==> src/nodePkg.sv <==
package nodePkg;

    // Queue sizing
    localparam int QDEPTH = 4;
    localparam int QPTRW  = $clog2(QDEPTH);
    localparam logic [QPTRW:0] QFULL = (QPTRW + 1)'(QDEPTH);
    localparam logic [QPTRW:0] QLOW  = (QPTRW + 1)'(QDEPTH - 2);  // At least two slots free

    // Packet type codes with 3'b111 reserved and dropped
    typedef enum logic [2:0] {
        PT_HEARTBEAT = 3'b000,
        PT_ELECT     = 3'b001,
        PT_INVALID   = 3'b010,
        PT_MEMBER    = 3'b011,
        PT_SLOT      = 3'b100,
        PT_DATA      = 3'b101,
        PT_SOS       = 3'b110
    } pktType_e;

    typedef logic [15:0] nodeId_t;

    typedef struct packed {
        logic [7:0] seq;
        logic [7:0] value;
    } dataField_s;

    typedef struct packed {
        logic [7:0] rank;
        logic [7:0] slot;
    } ctrlField_s;

    // One payload word read through the view its packet type selects
    typedef union packed {
        dataField_s data;
        ctrlField_s ctrl;
    } payload_u;

    typedef struct packed {
        pktType_e pktType;
        nodeId_t  src;
        nodeId_t  dst;
        payload_u payload;
    } packet_s;

    // Filter to cluster table
    typedef struct packed {
        logic       elect;
        logic       slot;
        logic       beat;
        logic       inv;
        nodeId_t    src;
        ctrlField_s fields;
    } ctrlEvent_s;

    typedef struct packed {
        logic       headValid;
        nodeId_t    headId;
        logic [7:0] rank;
        logic [7:0] slot;
    } status_s;

    typedef struct packed {
        logic                         isStatus;
        logic [$bits(packet_s)-1:0]   body;     // packet_s or zero padded status_s
    } hostRec_s;

    localparam int PADW = $bits(packet_s) - $bits(status_s);

endpackage

==> src/pktReceiver.sv <==
`timescale 1ns/1ps

module pktReceiver (
    input  logic             clk,
    input  logic             nrst,
    input  logic             pktReq,
    input  nodePkg::packet_s pkt,
    output logic             pktAck,
    input  logic             spaceOk,
    output logic             newPkt,
    output nodePkg::packet_s rxPkt
);

    typedef enum logic {
        RX_IDLE,
        RX_ACK
    } rxState_e;

    rxState_e state;
    logic     accept;

    // Only take a packet when the queue has room for it
    assign accept = (state == RX_IDLE) && pktReq && spaceOk;
    assign pktAck = (state == RX_ACK);

    always_ff @(posedge clk) begin
        if (!nrst) begin
            state  <= RX_IDLE;
            newPkt <= 1'b0;
        end else begin
            newPkt <= accept;   // One cycle pulse
            case (state)
                RX_IDLE: begin
                    if (accept) begin
                        state <= RX_ACK;
                    end
                end
                RX_ACK: begin
                    // Wait for the sender to release
                    if (!pktReq) begin
                        state <= RX_IDLE;
                    end
                end
                default: state <= RX_IDLE;
            endcase
        end
    end

    always_ff @(posedge clk) begin
        if (accept) begin
            rxPkt <= pkt;
        end
    end

    // Ack only ever answers a request seen on the previous edge
    assert property (@(posedge clk) disable iff (!nrst)
        $rose(pktAck) |-> $past(pktReq))
        else $error("pktReceiver raised pktAck without pktReq");

endmodule

==> src/packetFilter.sv <==
`timescale 1ns/1ps

module packetFilter (
    input  logic               clk,
    input  logic               nrst,
    input  logic               newPkt,
    input  nodePkg::packet_s   rxPkt,
    input  nodePkg::nodeId_t   myNodeId,
    output logic               qWrite,
    output nodePkg::packet_s   qPkt,
    output nodePkg::ctrlEvent_s ctrl
);

    import nodePkg::*;

    logic forMe;

    assign forMe = (rxPkt.dst == myNodeId);

    always_ff @(posedge clk) begin
        qPkt        <= rxPkt;
        ctrl.src    <= rxPkt.src;
        ctrl.fields <= rxPkt.payload.ctrl;  // Rank and timeslot view
        if (!nrst) begin
            qWrite     <= 1'b0;
            ctrl.elect <= 1'b0;
            ctrl.slot  <= 1'b0;
            ctrl.beat  <= 1'b0;
            ctrl.inv   <= 1'b0;
        end else begin
            qWrite     <= 1'b0;
            ctrl.elect <= 1'b0;
            ctrl.slot  <= 1'b0;
            ctrl.beat  <= 1'b0;
            ctrl.inv   <= 1'b0;
            if (newPkt) begin
                case (rxPkt.pktType)
                    PT_MEMBER,
                    PT_DATA:      qWrite     <= forMe;
                    PT_SOS:       qWrite     <= 1'b1;     // Any destination
                    PT_ELECT:     ctrl.elect <= 1'b1;
                    PT_SLOT:      ctrl.slot  <= 1'b1;
                    PT_HEARTBEAT: ctrl.beat  <= 1'b1;
                    PT_INVALID:   ctrl.inv   <= 1'b1;
                    default:      qWrite     <= 1'b0;     // Type 111
                endcase
            end
        end
    end

    // Queue and cluster paths never fire for the same packet
    assert property (@(posedge clk) disable iff (!nrst)
        $onehot0({qWrite, ctrl.elect, ctrl.slot, ctrl.beat, ctrl.inv}))
        else $error("packetFilter raised more than one strobe");

endmodule

==> src/trafficQueue.sv <==
`timescale 1ns/1ps

module trafficQueue (
    input  logic             clk,
    input  logic             nrst,
    input  logic             qWrite,
    input  nodePkg::packet_s qPkt,
    input  logic             qPop,
    output logic             qValid,
    output nodePkg::packet_s qHead,
    output logic             spaceOk
);

    import nodePkg::*;

    packet_s          mem [QDEPTH];
    logic [QPTRW-1:0] wrPtr;
    logic [QPTRW-1:0] rdPtr;
    logic [QPTRW:0]   count;
    logic             doWrite;
    logic             doPop;

    assign doWrite = qWrite && (count != QFULL);
    assign doPop   = qPop && qValid;

    always_ff @(posedge clk) begin
        if (doWrite) begin
            mem[wrPtr] <= qPkt;
        end
    end

    // Pointers wrap on their own as depth is a power of two
    always_ff @(posedge clk) begin
        if (!nrst) begin
            wrPtr <= '0;
            rdPtr <= '0;
            count <= '0;
        end else begin
            if (doWrite) begin
                wrPtr <= wrPtr + 1'b1;
            end
            if (doPop) begin
                rdPtr <= rdPtr + 1'b1;
            end
            case ({doWrite, doPop})
                2'b10:   count <= count + 1'b1;
                2'b01:   count <= count - 1'b1;
                default: count <= count;    // Both or neither
            endcase
        end
    end

    assign qValid  = (count != '0);
    assign qHead   = mem[rdPtr];
    assign spaceOk = (count <= QLOW);

    // Receiver must have stopped acking before the queue filled
    assert property (@(posedge clk) disable iff (!nrst)
        qWrite |-> (count != QFULL))
        else $error("trafficQueue write while full");

    // Host side pops only what is there
    assert property (@(posedge clk) disable iff (!nrst)
        qPop |-> qValid)
        else $error("trafficQueue pop while empty");

endmodule

==> src/clusterTable.sv <==
`timescale 1ns/1ps

module clusterTable (
    input  logic                clk,
    input  logic                nrst,
    input  nodePkg::ctrlEvent_s ctrl,
    output nodePkg::status_s    status,
    output logic                changed
);

    import nodePkg::*;

    status_s nextStatus;
    logic    fromHead;
    logic    betterHead;

    // An invalidated table has no head to match
    assign fromHead   = status.headValid && (ctrl.src == status.headId);
    assign betterHead = !status.headValid || (ctrl.fields.rank > status.rank);

    always_comb begin
        nextStatus = status;
        if (ctrl.elect && betterHead) begin
            nextStatus.headValid = 1'b1;
            nextStatus.headId    = ctrl.src;
            nextStatus.rank      = ctrl.fields.rank;   // Timeslot kept
        end
        if (ctrl.slot && fromHead) begin
            nextStatus.slot = ctrl.fields.slot;
        end
        if (ctrl.beat && fromHead) begin
            nextStatus.rank = ctrl.fields.rank;
        end
        if (ctrl.inv) begin
            nextStatus = '0;
        end
    end

    always_ff @(posedge clk) begin
        if (!nrst) begin
            status  <= '0;
            changed <= 1'b0;
        end else begin
            status  <= nextStatus;
            changed <= (nextStatus != status);  // Only on a real change
        end
    end

endmodule

==> src/hostPort.sv <==
`timescale 1ns/1ps

module hostPort (
    input  logic              clk,
    input  logic              nrst,
    input  logic              qValid,
    input  nodePkg::packet_s  qHead,
    output logic              qPop,
    input  nodePkg::status_s  status,
    input  logic              changed,
    output logic              hostReq,
    input  logic              hostAck,
    output nodePkg::hostRec_s hostRec
);

    import nodePkg::*;

    typedef enum logic [1:0] {
        HP_IDLE,
        HP_REQ,
        HP_RELEASE
    } hpState_e;

    hpState_e state;
    logic     statusPending;
    logic     wantStatus;
    logic     loadStatus;

    // Reports win over queued packets
    assign wantStatus = statusPending || changed;
    assign loadStatus = (state == HP_IDLE) && wantStatus;
    assign qPop       = (state == HP_IDLE) && !wantStatus && qValid;

    always_ff @(posedge clk) begin
        if (!nrst) begin
            state   <= HP_IDLE;
            hostReq <= 1'b0;
        end else begin
            case (state)
                HP_IDLE: begin
                    if (loadStatus || qPop) begin
                        state   <= HP_REQ;
                        hostReq <= 1'b1;
                    end
                end
                HP_REQ: begin
                    if (hostAck) begin
                        state   <= HP_RELEASE;
                        hostReq <= 1'b0;
                    end
                end
                HP_RELEASE: begin
                    if (!hostAck) begin
                        state <= HP_IDLE;
                    end
                end
                default: state <= HP_IDLE;
            endcase
        end
    end

    // Set out of reset so the host sees the empty table first
    always_ff @(posedge clk) begin
        if (!nrst) begin
            statusPending <= 1'b1;
        end else if (loadStatus) begin
            statusPending <= 1'b0;  // Live status already includes any change
        end else if (changed) begin
            statusPending <= 1'b1;
        end
    end

    always_ff @(posedge clk) begin
        if (loadStatus) begin
            hostRec.isStatus <= 1'b1;
            hostRec.body     <= {{PADW{1'b0}}, status};
        end else if (qPop) begin
            hostRec.isStatus <= 1'b0;
            hostRec.body     <= qHead;
        end
    end

    assert property (@(posedge clk) disable iff (!nrst)
        (hostReq && $past(hostReq)) |-> (hostRec == $past(hostRec)))
        else $error("hostPort changed hostRec during a transfer");

endmodule

==> src/nodeFrontEnd.sv <==
`timescale 1ns/1ps

module nodeFrontEnd (
    input  logic              clk,
    input  logic              nrst,
    input  nodePkg::nodeId_t  myNodeId,
    input  logic              pktReq,
    input  nodePkg::packet_s  pkt,
    output logic              pktAck,
    output logic              hostReq,
    input  logic              hostAck,
    output nodePkg::hostRec_s hostRec
);

    import nodePkg::*;

    packet_s    rxPkt;
    packet_s    qPkt;
    packet_s    qHead;
    ctrlEvent_s ctrl;
    status_s    status;
    logic       newPkt;
    logic       spaceOk;
    logic       qWrite;
    logic       qValid;
    logic       qPop;
    logic       changed;

    pktReceiver i_pktReceiver (
        .clk     (clk),
        .nrst    (nrst),
        .pktReq  (pktReq),
        .pkt     (pkt),
        .pktAck  (pktAck),
        .spaceOk (spaceOk),
        .newPkt  (newPkt),
        .rxPkt   (rxPkt)
    );

    packetFilter i_packetFilter (
        .clk      (clk),
        .nrst     (nrst),
        .newPkt   (newPkt),
        .rxPkt    (rxPkt),
        .myNodeId (myNodeId),
        .qWrite   (qWrite),
        .qPkt     (qPkt),
        .ctrl     (ctrl)
    );

    trafficQueue i_trafficQueue (
        .clk     (clk),
        .nrst    (nrst),
        .qWrite  (qWrite),
        .qPkt    (qPkt),
        .qPop    (qPop),
        .qValid  (qValid),
        .qHead   (qHead),
        .spaceOk (spaceOk)
    );

    clusterTable i_clusterTable (
        .clk     (clk),
        .nrst    (nrst),
        .ctrl    (ctrl),
        .status  (status),
        .changed (changed)
    );

    hostPort i_hostPort (
        .clk     (clk),
        .nrst    (nrst),
        .qValid  (qValid),
        .qHead   (qHead),
        .qPop    (qPop),
        .status  (status),
        .changed (changed),
        .hostReq (hostReq),
        .hostAck (hostAck),
        .hostRec (hostRec)
    );

endmodule

==> config.mk <==
export PLATFORM = sky130hd
export DESIGN_NAME = nodeFrontEnd
export DESIGN_NICKNAME = d
export VERILOG_FILES = /design/src/nodePkg.sv /design/src/pktReceiver.sv /design/src/packetFilter.sv /design/src/trafficQueue.sv /design/src/clusterTable.sv /design/src/hostPort.sv /design/src/nodeFrontEnd.sv
export SDC_FILE = /design/constraint.sdc
export NUM_CORES = 1
export LEC_CHECK = 0
export BUFFER_PORTS_ARGS = -buffer_cell sky130_fd_sc_hd__buf_2
export CAP_MARGIN = 20
export CORE_UTILIZATION = 53
export CTS_CLUSTER_DIAMETER = 30
export DETAILED_ROUTE_END_ITERATION = 8
export GPL_TIMING_DRIVEN = 0
export PLACE_DENSITY = 0.81
export SYNTH_ARGS = -nofsm -noshare
export SYNTH_HDL_FRONTEND = slang
export SYNTH_SLANG_ARGS = --single-unit
==> constraint.sdc <==
create_clock -name clk -period 4.15 [get_ports clk]
set_input_delay 0.83 -clock clk [delete_from_list [all_inputs] [get_ports clk]]
set_output_delay 0.83 -clock clk [all_outputs]
set_load 0.05 [all_outputs]
# == Yosys cells after proc, flatten, opt, wreduce, memory -nomap -nowiden ==
# Memories as Yosys holds them, arrays and structs flattened. A register that Yosys moved wholly into a read port is not among the register bits.
# Cells that the tools add are included.
# word_totals
regBits,222
latch_bits,0
mem_bits_rw,204
mem_bits_ro,0
memories,1
# mem_list
memory,depth,width,read_ports,rd_ports_with_merged_regs,write_ports,line_no,rtl
i_trafficQueue.mem,4,51,1,1,1,trafficQueue.sv:16,packet_s mem [QDEPTH];
# op_classes
n_addsub,4
mul,0
div_mod_pow,0
order_cmp,2
eq_ne,17
n_shift,0
muxes,28
bitwise_logic,1
n_reduce_logical,27
# op_table
cell,count
33-bit two-way mux,3
33-bit inequality test,1
16-bit == test,2
25-bit two-way mux,1
8-bit two-way mux,2
1-bit two-way mux,12
1-bit logical AND,11
2-bit two-way mux,5
3-bit == test (second input constant),3
8-bit greater-than comparator,1
2-bit nonzero test,4
3-bit by 2-bit == test with 1-bit output (second input constant),2
2-bit inequality test (second input constant),3
1-bit case mux with 2 select lines,3
2-bit case mux with 3 select lines,1
3-bit case mux with 2 select lines,1
3-bit AND reduction,2
2-bit by 1-bit adder with 2-bit output (second input constant),2
2-bit by 1-bit == test with 1-bit output (second input constant),2
2-bit == test (second input constant),2
3-bit by 1-bit adder with 3-bit output (second input constant),1
3-bit by 1-bit == test with 1-bit output (second input constant),1
3-bit by 2-bit less-or-equal comparator with 1-bit output (second input constant),1
3-bit zero test,1
other kinds (9),12

# == Logic depth before layout (Yosys ltp) ==
# Gate-level depths: netlist of run 1.
# depth
depth_word,7
depth_mapped,11
ltp_nobuf,10

# == Modules after synthesis ==
# From an unflattened synthesis of run 1, not the netlist that was laid out.
# hier_totals
cells_unflattened,905
area_unflattened_um2,15398.5
# modules_own_cells
mod,instances,cells_per_inst,area_per_inst_um2,seq_area_each_um2
trafficQueue,1,319,7922.6,6306.0
hostPort,1,133,2194.6,1451.4
clusterTable,1,275,2080.7,680.7
pktReceiver,1,56,1601.5,1571.5
packetFilter,1,122,1599.0,1121.1

# == Worst setup path after synthesis of run 1 ==
# Ideal clock, no wire load.
# synth_path
path_type,input to register
from,input port pktReq
to,register i_pktReceiver.rxPkt[0] (netlist name)
arrival_time_ps,3422
required_time_ps,3671
path_slack_ps,249
path_stages,2
path_buffers,0
path_cell_list,nand2_1 -> a21oi_1
# synth_between
elab_chain_len,2
# synth_lines
element,line_no,rtl
"start, declared",nodeFrontEnd.sv:7,"input logic pktReq,"
1-bit logical AND (2 in series),pktReceiver.sv:23,assign accept = (state == RX_IDLE) && pktReq && spaceOk;
via i_pktReceiver.accept,pktReceiver.sv:20,logic accept;
# The timed path passes the listed nets, and every way through them passes these cells.
# A chain may end at the register's enable or synchronous reset.

# == Worst setup path in the final report of run 1 ==
# layout_path
from,register i_hostPort.state[1]
to,register i_trafficQueue.count[2]
# layout_between
elab_chain_len,6
# layout_lines
element,line_no,rtl
"start, declared",hostPort.sv:24,hpState_e state;
"start signal, assigned",hostPort.sv:36,state <= HP_IDLE;
"start signal, assigned",hostPort.sv:42,state <= HP_REQ;
"start signal, assigned",hostPort.sv:48,state <= HP_RELEASE;
2-bit zero test *,hostPort.sv:32,assign qPop = (state == HP_IDLE) && !wantStatus && qValid;
1-bit logical AND * (2 in series),hostPort.sv:32,
via i_hostPort.qPop,hostPort.sv:8,"output logic qPop,"
1-bit logical AND *,trafficQueue.sv:24,assign doPop = qPop && qValid;
2-bit by 1-bit == test with 1-bit output / 2-bit == test (equally long branches),trafficQueue.sv:45,"case ({doWrite, doPop})"
3-bit case mux with 2 select lines / 2-bit nonzero test (equally long branches),n/a,
"end signal, assigned",trafficQueue.sv:46,2'b10: count <= count + 1'b1;
"end signal, assigned",trafficQueue.sv:47,2'b01: count <= count - 1'b1;
"end signal, assigned",trafficQueue.sv:48,default: count <= count;
"end, declared",trafficQueue.sv:19,logic [QPTRW:0] count;
# The timed path passes the listed nets; every way through them passes the cells marked *.

==> results of run 1 <==
## metrics by stage
stage | TNS, ns | utilization [%]
finish | 0 | 67.71
global route | 0 | 67.71
CTS | 0 | 67.69
detailed placement | 0 | 58.55
global placement | -83.64 | 57.93
floorplan | 0 | -
## critical path: stages, from the launching register on
cell and delay [ns]:
dfxtp_1 0.36, nor2_1 0.19, o31ai_1 0.13, nand2b_1 0.20, inv_1 0.11, clkbuf_1 0.48
ha_1 0.31, inv_1 0.08, fa_1 0.43, xor2_1 0.16, or3_1 0.33, a21oi_1 0.17
## Yosys cell counts, drive strengths merged, types with 3 or more instances
cell,number,area (µm²)
nand3,13,65.06
ha,13,162.7
nor2,43,161.4
inv,39,146.4
o22ai,13,81.33
buf,8,40.04
xor2,9,78.83
mux4,51,1149
o21ai,29,145.1
nand2b,7,51.30
nor4,12,75.07
a21oi,35,175.2
dfxtp,124,2482
clkbuf,27,101.4
and2,6,37.54
mux2i,25,250.2
nor4b,3,26.28
xnor2,26,227.7
a22oi,8,60.06
nor2b,7,43.79
nand4,13,81.33
nand2,114,427.9
nor3,4,20.02
edfxtp,288,8648
## routing by layer
layer  vias to the layer above  global-route usage (%)  share of wire [%]
li1                       3998                       -                  -
met1                      4432                   30.39                 41
met2                       392                   40.63                 50
met3                        68                   4.674                6.3
met4                         0                   9.479                2.9
met5                         -                       0                  0
## logic make-up (layout without fill, tap and decap cells)
kind of cell / after synthesis / after routing / synth area share (%)
DFF: 412 / 412 / 74.20
and+or+nand+nor: 231 / 231 / 7.023
AOI/OAI and AO/OA: 105 / 105 / 4.271
muxes: 76 / 76 / 9.325
buffers and inverters: 74 / 342 / 1.918
xor gates and xnor gates: 35 / 35 / 2.044
adders and majority gates: 14 / 14 / 1.218
## power breakdown
part           total [mW]  internal, mW  switching [mW]
sequential           4.67          4.57           0.105
clock                5.99          3.79            2.21
combinational       0.632         0.156           0.476
## cell type report
| cell class | count | area [µm²] | share of cell area, % |
|---|---|---|---|
| buffer | 35 | 141.4 | 0.7516 |
| clock buffer | 78 | 1919 | 10.20 |
| clock inverter | 58 | 620.6 | 3.299 |
| inverter | 39 | 146.4 | 0.7782 |
| multi-input combinational | 461 | 3606 | 19.17 |
| sequential | 412 | 11130 | 59.17 |
| tap | 378 | 473.0 | 2.514 |
| timing repair buffer | 132 | 773.2 | 4.111 |
## sequential cells by signal (all words and copies together) (netlist names), named ones only
| signal | cells |
|---|---|
| i_pktReceiver.pktAck | 1 |
| i_pktReceiver.newPkt | 1 |
| i_hostPort.hostRec | 52 |
| i_trafficQueue.mem | 204 |
| i_packetFilter.qWrite | 1 |
| i_trafficQueue.wrPtr | 2 |
| i_trafficQueue.rdPtr | 2 |
| i_hostPort.state | 2 |
| i_clusterTable.changed | 1 |
| i_hostPort.hostReq | 1 |
| i_packetFilter.ctrl | 5 |
| i_clusterTable.status | 33 |
| i_trafficQueue.count | 3 |
| i_packetFilter.qPkt | 50 |
| i_hostPort.statusPending | 1 |
| i_pktReceiver.rxPkt | 51 |
## how the worst max path moves through the flow
stage	depth (start not counted)	end	start	slack (ns)
floorplan	2	i_pktReceiver.rxPkt[0]	pktReq	0.25
global placement	3	i_pktReceiver.rxPkt[30]	pktReq	-1.59
detailed placement	11	i_trafficQueue.count[2]	i_hostPort.state[1]	1.21
CTS	11	i_trafficQueue.count[2]	i_hostPort.state[1]	1.10
global route	11	i_trafficQueue.count[2]	i_hostPort.state[1]	0.84
finish	11	i_trafficQueue.count[2]	i_hostPort.state[1]	1.10
## cells in the final DEF (no fill, tap or decap), types with 26 or more instances in the layout
master     Yosys  routed
inv_1         39      39
mux4_2        51      51
clkbuf_16      0      76
buf_2          2     127
nor2_1        43      43
edfxtp_1     288     288
dfxtp_1      124     124
nand2_1      114     113
xnor2_1       26      26
clkbuf_1      27      28
a21oi_1       35      34
==> flow_summary_export.csv, run 1 <==
group,metric,value,unit
grt,grt_antenna_before_repair,0,
timing,min_period_over_period,73.61,%
clock_network,ctsRootBufferMaster,"clkbuf_16",
placed_design,dp_slack,1.208,ns
floorplanning,dieArea,28980,µm²
drt,viasPerCell,5.581,
drt,drc,0,
worst_hold_path,hp-class,"reg2reg",
yosys,yosysSeqAreaShare,74.20,%
setup_path,crit_path_start_kind,"register",
timing,maxSlewHeadroom,36.45,%
worst_hold_path,hold_start,"i_pktReceiver.rxPkt[15]",
timing,finalSetupViolations,0,
setup_path,end_kind,"register",
floorplanning,die_width,170.2,µm
timing,rsz0062_at_grt,"no",
drt,drt_iter0_drc,659,
clock_network,h-tree-depth,3,
placed_design,placed_cell_area,16270,µm²
clock_network,clkSinkCount,412,
drt,dr.pass1.iters,5,
timing,worst_slack,1.095,ns
timing,slew_viol_final,0,
setup_path,cp.arrival,3.53,ns
finish,final_area,18810,µm²
floorplanning,start_util,53.99,%
grt,grt_max_degree,32,
finish,drive_gt1_share,27.00,%
timing,fmax,0.3274,GHz
drt,final_antenna_net_count,0,
setup_path,worstSetupPathType,"reg2reg",
yosys,synth.distinct_cells,50,
clock_network,clkSlewWorstSetupHoldPaths,0.06,ns
placed_design,dp.cells,1456,
timing,worstMarginPinSlew,0.9533,ns
floorplanning,pin_count,125,
grt,grt_pass1_wl,51180,µm
grt,grt_pass1_vias,9172,
timing,min_period,3.055,ns
placed_design,place_hpwl,21430,µm
worst_hold_path,hold_end,"i_packetFilter.ctrl[15]",
finish,antennaDiodeCount,0,
power,power_density,600.6,nW/µm²
yosys,synth_edf_count,288,
floorplanning,core_region_area,27780,µm²
power,p_leak,6.754,nW
worst_hold_path,holdPathStages,0,
setup_path,worstRegToRegCells,11,
yosys,syn_area_per_cell,15.84,µm²
timing,hold_viol_final,0,
power,vdd_drop_max,655.9,µV
clock_network,cts-buffers-inserted,73,
yosys,synthCells,947,
floorplanning,dieHeight,170.2,µm
drt,wl_per_cell,21.09,µm
grt,grt_usage,23.94,%
drt,vias,8890,
timing,skew,0.02188,ns
finish,nNetsFinal,1239,
placed_design,numPortBuffers,124,
yosys,synth_ff_type,"edfxtp_1",
yosys,yosys_warnings,0,
clock_network,cts_buffer_depth,3,
status,status,"complete, no violations",
clock_network,ctsHoldBuffers,0,
setup_path,rr_startpoint,"i_hostPort.state[1]",
clock_network,tritoncts,"built",
job,maxCapViolCount,0,
clock_network,clk-insertion-delay-late,0.57,ns
yosys,synthesis.nets,1032,
placed_design,gp_congestion,0.9122,
yosys,synth-async-reset-ratio,0,%
setup_path,cp.required,4.63,ns
drt,routed_wl,33600,µm
finish,syn_to_final_growth,25.40,%
power,total_power,11.30,mW
setup_path,reg2reg_slack,1.10,ns
grt,gr-total-overflow,0,
finish,stdcell_count,1593,
setup_path,path_max_fanout,10,
timing,whs,0.3383,ns
setup_path,r2r_end,"i_trafficQueue.count[2]",
clock_network,post_cts_buffers,0,
floorplanning,rows,61,
yosys,synth_seq_cells,412,
yosys,syn-cell-area,15000,µm²
clock_network,cts-resized-gates,0,
finish,filler_cell_count,1833,
(Power assumes the default switching activity.)
==> run 2, diff against run 1 <==
clock period = 2.5 ns   (was 4.15 ns; I/O delays follow)
==> run 2 against run 1 <==
Net effect:
- the flow now finishes with violations (negative setup slack)
- first-iteration DRC count increased by 27%
- worst hold slack worse by 0.25 ns
- sequential share of layout area down 0.84 points
- largest cell class unchanged
- via count decreased by 0.38%
- highest routed layer unchanged
- largest power group unchanged
- die area did not move
- global-route usage grew 0.57 points
==> flow_summary_export.csv, run 2 (synthesis gave the netlist of run 1 again) <==
group,metric,value,unit
status,status,"finished with violations",
status,violations,"negative setup slack",
floorplanning,dieHeight,170.2,µm
power,power_density,1016,nW/µm²
drt,drt_iter0_drc,839,
drt,dr.pass1.iters,6,
grt,grt_antenna_before_repair,0,
finish,final_cell_mix,"288 x edfxtp_1, 124 x buf_2, 122 x dfxtp_1",
grt,grt_pass1_wl,51780,µm
floorplanning,rows,61,
grt,gr-total-overflow,0,
grt,grt_max_degree,33,
finish,nNetsFinal,1240,
drt,dr_wl_met2,16820,µm
setup_path,cp.required,2.75,ns
clock_network,tritoncts,"built",
drt,top_layer_used,"met4",
finish,stdcell_count,1595,
clock_network,ctsHoldBuffers,0,
worst_hold_path,hold_start,"pkt[38]",
floorplanning,start_util,53.99,%
finish,syn_to_final_growth,27.23,%
timing,skew,0.02915,ns
drt,wl_met3,2596,µm
finish,final_common_cell,"edfxtp_1",
setup_path,critPathLaunch,"i_trafficQueue.count[0]",
timing,whs,0.09114,ns
timing,hold_viol_final,0,
finish,regMostFlops,"i_trafficQueue.mem",
finish,top_regs,"i_trafficQueue.mem x204, i_hostPort.hostRec x52, i_pktReceiver.rxPkt x51",
timing,min_period_over_period,100.1,%
power,total_power,19.38,mW
clock_network,clkSinkCount,412,
setup_path,crit_family,"simple AND/OR/NAND/NOR gates",
placed_design,placed_cell_area,16270,µm²
setup_path,crit_chain,"inv_1 -> a31oi_1 -> and2_2 -> buf_12",
grt,grt_usage,24.51,%
power,vdd_drop_max,602.7,µV
placed_design,place_hpwl,21240,µm
floorplanning,die_width,170.2,µm
finish,drive_gt1_share,28.18,%
setup_path,cp_num_buf_inv,2,
timing,fmax,0.3996,GHz
drt,vias,8856,
drt,wl_per_cell,21.37,µm
setup_path,path_max_fanout,30,
clock_network,ctsRootBufferMaster,"clkbuf_16",
worst_hold_path,hp-class,"in2reg",
setup_path,worstSetupPathType,"reg2reg",
floorplanning,core_region_area,27780,µm²
clock_network,cts_buffer_depth,3,
power,p_leak,6.825,nW
setup_path,cp_slowest_cell,"and2_2",
setup_path,crit_path_start_kind,"register",
drt,routed_wl,34090,µm
drt,viasPerCell,5.552,
grt,grt_pass1_vias,9127,
floorplanning,pin_count,125,
setup_path,cp_slowest_stage_delay,0.71,ns
clock_network,clkSlewWorstSetupHoldPaths,0.06,ns
timing,worstMarginPinSlew,0.9190,ns
timing,slew_viol_final,0,
finish,largest_reg_flops,204,
placed_design,gp_congestion,0.8898,
job,maxCapViolCount,0,
timing,min_period,2.502,ns
drt,final_antenna_net_count,0,
setup_path,rr_startpoint,"i_trafficQueue.count[0]",
finish,final_area,19080,µm²
setup_path,end_kind,"register",
timing,worst_slack,-0.002381,ns
timing,finalSetupViolations,2,
drt,drt-met1-wl,13440,µm
drt,drc,0,
floorplanning,dieArea,28980,µm²
setup_path,cp.arrival,2.75,ns
placed_design,dp.cells,1456,
clock_network,cts-buffers-inserted,74,
clock_network,h-tree-depth,3,
clock_network,clk-insertion-delay-late,0.58,ns
timing,tns,-0.004508,ns
placed_design,numPortBuffers,124,
timing,maxSlewHeadroom,38.40,%
timing,rsz0062_at_grt,"yes",
finish,antennaDiodeCount,0,
run 2: cell types whose count changed in the layout (fill, tap and decap cells not counted), sizes merged:
| cell | delta |
|---|---|
| buf | -2 |
| inv | -16 |
| clkbuf | +4 |
| clkinvlp | +5 |
| clkdlybuf4s15 | +3 |
| bufinv | +6 |
| clkdlybuf4s18 | +1 |
| clkinv | +1 |
run 2: per-stage QoR:
step                setup WS (ns)  util [%]
finish                  -0.002381     68.69
detailed placement        -0.3863     58.55
CTS                      -0.03487     68.53
global route              -0.1132     68.69
floorplan                -0.03635         -
global placement          -0.9132     57.96
run 2: worst reg2reg max path: cells and delay by family, from the launching register on:
family | cells | cell delay [ns]
compound gates | 1 | 0.57
flops | 1 | 0.44
simple gates | 1 | 0.71
buf+inv | 2 | 0.43
run 2: layout make-up:
| cell class | instances | area (µm²) |
|---|---|---|
| clock buffer | 84 | 1963 |
| inverter | 39 | 150.1 |
| clock inverter | 54 | 762.0 |
| buffer | 32 | 165.2 |
| multi-input combinational | 461 | 3640 |
| sequential | 412 | 11130 |
| tap | 378 | 473.0 |
| fill | 1797 | 8697 |
| timing repair buffer | 135 | 798.3 |
run 2: power by group:
part           switching [mW]  internal [mW]
Clock                    3.62           6.94
Combinational           0.789          0.264
Sequential              0.175           7.59
Total                    4.59           14.8
run 2: layer usage:
metal | up-vias | track usage (%)
li1 | 3981 | -
met1 | 4370 | 30.86
met2 | 417 | 40.04
met3 | 88 | 6.047
met4 | 0 | 11.63
met5 | - | 0
run 2: worst paths after layout:
path,depth (start not counted),slack (ns),endpoint
worst max-delay path,4,-0.002,i_trafficQueue.mem[0][8]
worst min register to register,0,0.34,i_packetFilter.qPkt[36]
worst min-delay path,1,0.09,i_pktReceiver.rxPkt[38]
worst max register to register,4,-0.002,i_trafficQueue.mem[0][8]
run 2: timing repair:
action / CTS / global route
setup endpoints to repair: 57 / 189
gates cloned: 0 / 0
resized for setup: 16 / 7
buffers inserted: 0 / 4
pin swaps: 0 / 2
==> run 3, diff against run 2 <==
TNS_END_PERCENT = 30   (was default)
==> run 3 against run 2 <==
Net effect:
- the flow now finishes without violations
- worst setup slack improved by 0.0061 ns
- clock power about the same
- combinational power barely moved
- largest power group unchanged
- critical path depth up 3
- routed wire length up 1.0%
==> flow_summary_export.csv, run 3 (synthesis gave the netlist of run 1 again) <==
group,metric,value,unit
drt,wl_per_cell,21.59,µm
timing,slew_viol_final,0,
setup_path,cp.required,2.98,ns
power,vdd_drop_max,849.4,µV
finish,antennaDiodeCount,0,
floorplanning,start_util,53.99,%
power,total_power,19.52,mW
grt,use_met2,40.36,%
setup_path,end_kind,"register",
setup_path,worstRegToRegCells,7,
finish,final_common_cell,"edfxtp_1",
drt,routed_wl,34440,µm
finish,filler_cell_count,1787,
grt,use_met3,5.116,%
finish,regMostFlops,"i_trafficQueue.mem",
grt,grt_max_degree,31,
timing,hold_viol_final,0,
timing,worstMarginPinSlew,0.8627,ns
grt,grt_usage,24.67,%
timing,finalSetupViolations,0,
power,p_leak,6.826,nW
finish,top_regs,"i_trafficQueue.mem x204, i_hostPort.hostRec x52, i_pktReceiver.rxPkt x51",
finish,syn_to_final_growth,27.23,%
timing,fmax,0.4006,GHz
floorplanning,core_region_area,27780,µm²
clock_network,cts-buffers-inserted,74,
timing,skew,0.02425,ns
clock_network,ctsHoldBuffers,0,
grt,grt_pass1_wl,52380,µm
setup_path,path_max_fanout,9,
timing,maxSlewHeadroom,42.18,%
drt,drt_iter0_drc,810,
clock_network,h-tree-depth,3,
grt,gr-total-overflow,0,
drt,vias,8994,
finish,drive_gt1_share,27.61,%
worst_hold_path,hp-class,"in2reg",
floorplanning,pin_count,125,
drt,viasPerCell,5.639,
timing,min_period_over_period,99.85,%
grt,gr-usage-met1,31.33,%
floorplanning,die_width,170.2,µm
placed_design,numPortBuffers,124,
clock_network,clkSinkCount,412,
grt,grt_pass1_vias,9505,
floorplanning,dieHeight,170.2,µm
grt,busiest_layer,"met2",
floorplanning,rows,61,
clock_network,ctsRootBufferMaster,"clkbuf_16",
drt,drc,0,
setup_path,worstSetupPathType,"reg2reg",
clock_network,tritoncts,"built",
worst_hold_path,holdPathStages,1,
drt,final_antenna_net_count,0,
setup_path,cp.arrival,2.98,ns
finish,final_cell_mix,"288 x edfxtp_1, 124 x buf_2, 122 x dfxtp_1",
drt,dr.pass1.iters,5,
placed_design,place_hpwl,21530,µm
placed_design,gp_congestion,0.9143,
floorplanning,dieArea,28980,µm²
timing,min_period,2.496,ns
finish,nNetsFinal,1240,
clock_network,clkSlewWorstSetupHoldPaths,0.06,ns
grt,grt_antenna_before_repair,0,
timing,rsz0062_at_grt,"yes",
job,maxCapViolCount,0,
status,status,"complete, no violations",
clock_network,clk-insertion-delay-late,0.59,ns
clock_network,cts_buffer_depth,3,
timing,tns,0,ns
setup_path,crit_path_start_kind,"register",
finish,largest_reg_flops,204,
power,power_density,1023,nW/µm²
==> run 3: cell count changes in the layout (fill, tap and decap cells not counted), moves of 2 or more <==
cell             previous run  this run
clkbuf_2                    1         3
clkinv_4                    6         1
clkinv_8                    2         5
buf_4                       6         4
clkdlybuf4s15_2             3         1
inv_6                       6         8
bufinv_16                  11        13
inv_8                       1         4
clkinv_2                    9         3
clkbuf_16                  77        74
clkinv_1                    2         7
==> run 3: layout make-up <==
| class | instances | area, µm² | area share, % |
|---|---|---|---|
| inverters | 39 | 150.1 | 0.7867 |
| well taps | 378 | 473.0 | 2.478 |
| multi-input cells | 461 | 3641 | 19.08 |
| plain buffers | 33 | 150.1 | 0.7867 |
| repair buffers | 134 | 790.8 | 4.143 |
| clock buffers | 81 | 1898 | 9.945 |
| clock inverters | 57 | 847.1 | 4.438 |
| flip-flops and latches | 412 | 11140 | 58.35 |
==> run 3: critical path: stages, from the launching register on <==
cell	delay, ns
dfxtp_4	0.37
nor2b_1	0.14
a2111o_1	0.44
or3_1	0.36
or4_4	0.56
buf_6	0.18
nand2b_4	0.15
a41oi_2	0.19
==> run 3: final timing paths <==
| path | from | slack (ns) | endpoint |
|---|---|---|---|
| worst max register to register | i_packetFilter.qPkt[40] | 0.004 | i_clusterTable.changed |
| worst max-delay path | i_packetFilter.qPkt[40] | 0.004 | i_clusterTable.changed |
| worst min register to register | i_pktReceiver.rxPkt[33] | 0.32 | i_packetFilter.qPkt[33] |
| worst min-delay path | pkt[5] | 0.09 | i_pktReceiver.rxPkt[5] |
==> run 3: layer usage <==
metal  vias to the layer above  routed length, µm
li1                       3989                  -
met4                         0               1248
met2                       449              17080
met3                        91               2616
met1                      4465              13490
met5                         -                  0
==> run 3: through the flow <==
step	cell area (µm²)	std cells	worst slack (ns)	util [%]	hold slack (ns)
detailed placement	16270	1456	-0.4215	58.55	0.3269
global placement	16100	1449	-1.106	57.95	0.3246
floorplan	15010	947	-0.07674	-	0.3233
CTS	19040	1592	-0.08399	68.52	0.07149
global route	19090	1595	-0.04253	68.70	0.07608
finish	19090	1595	0.003725	68.70	0.08739
==> run 3: report_power, final <==
group          leakage, nW  switching (mW)  total [mW]  internal [mW]
clock network         1.29            3.69        10.7           7.01
logic                 1.87           0.787        1.05          0.260
registers             3.67           0.181        7.77           7.59
==> run 3: repair_timing <==
action	in CTS	in global routing
pin swaps	0	1
setup buffers	0	3
hold endpoints to repair	0	0
endpoints found under the setup margin	52	146
gates resized for setup	11	10
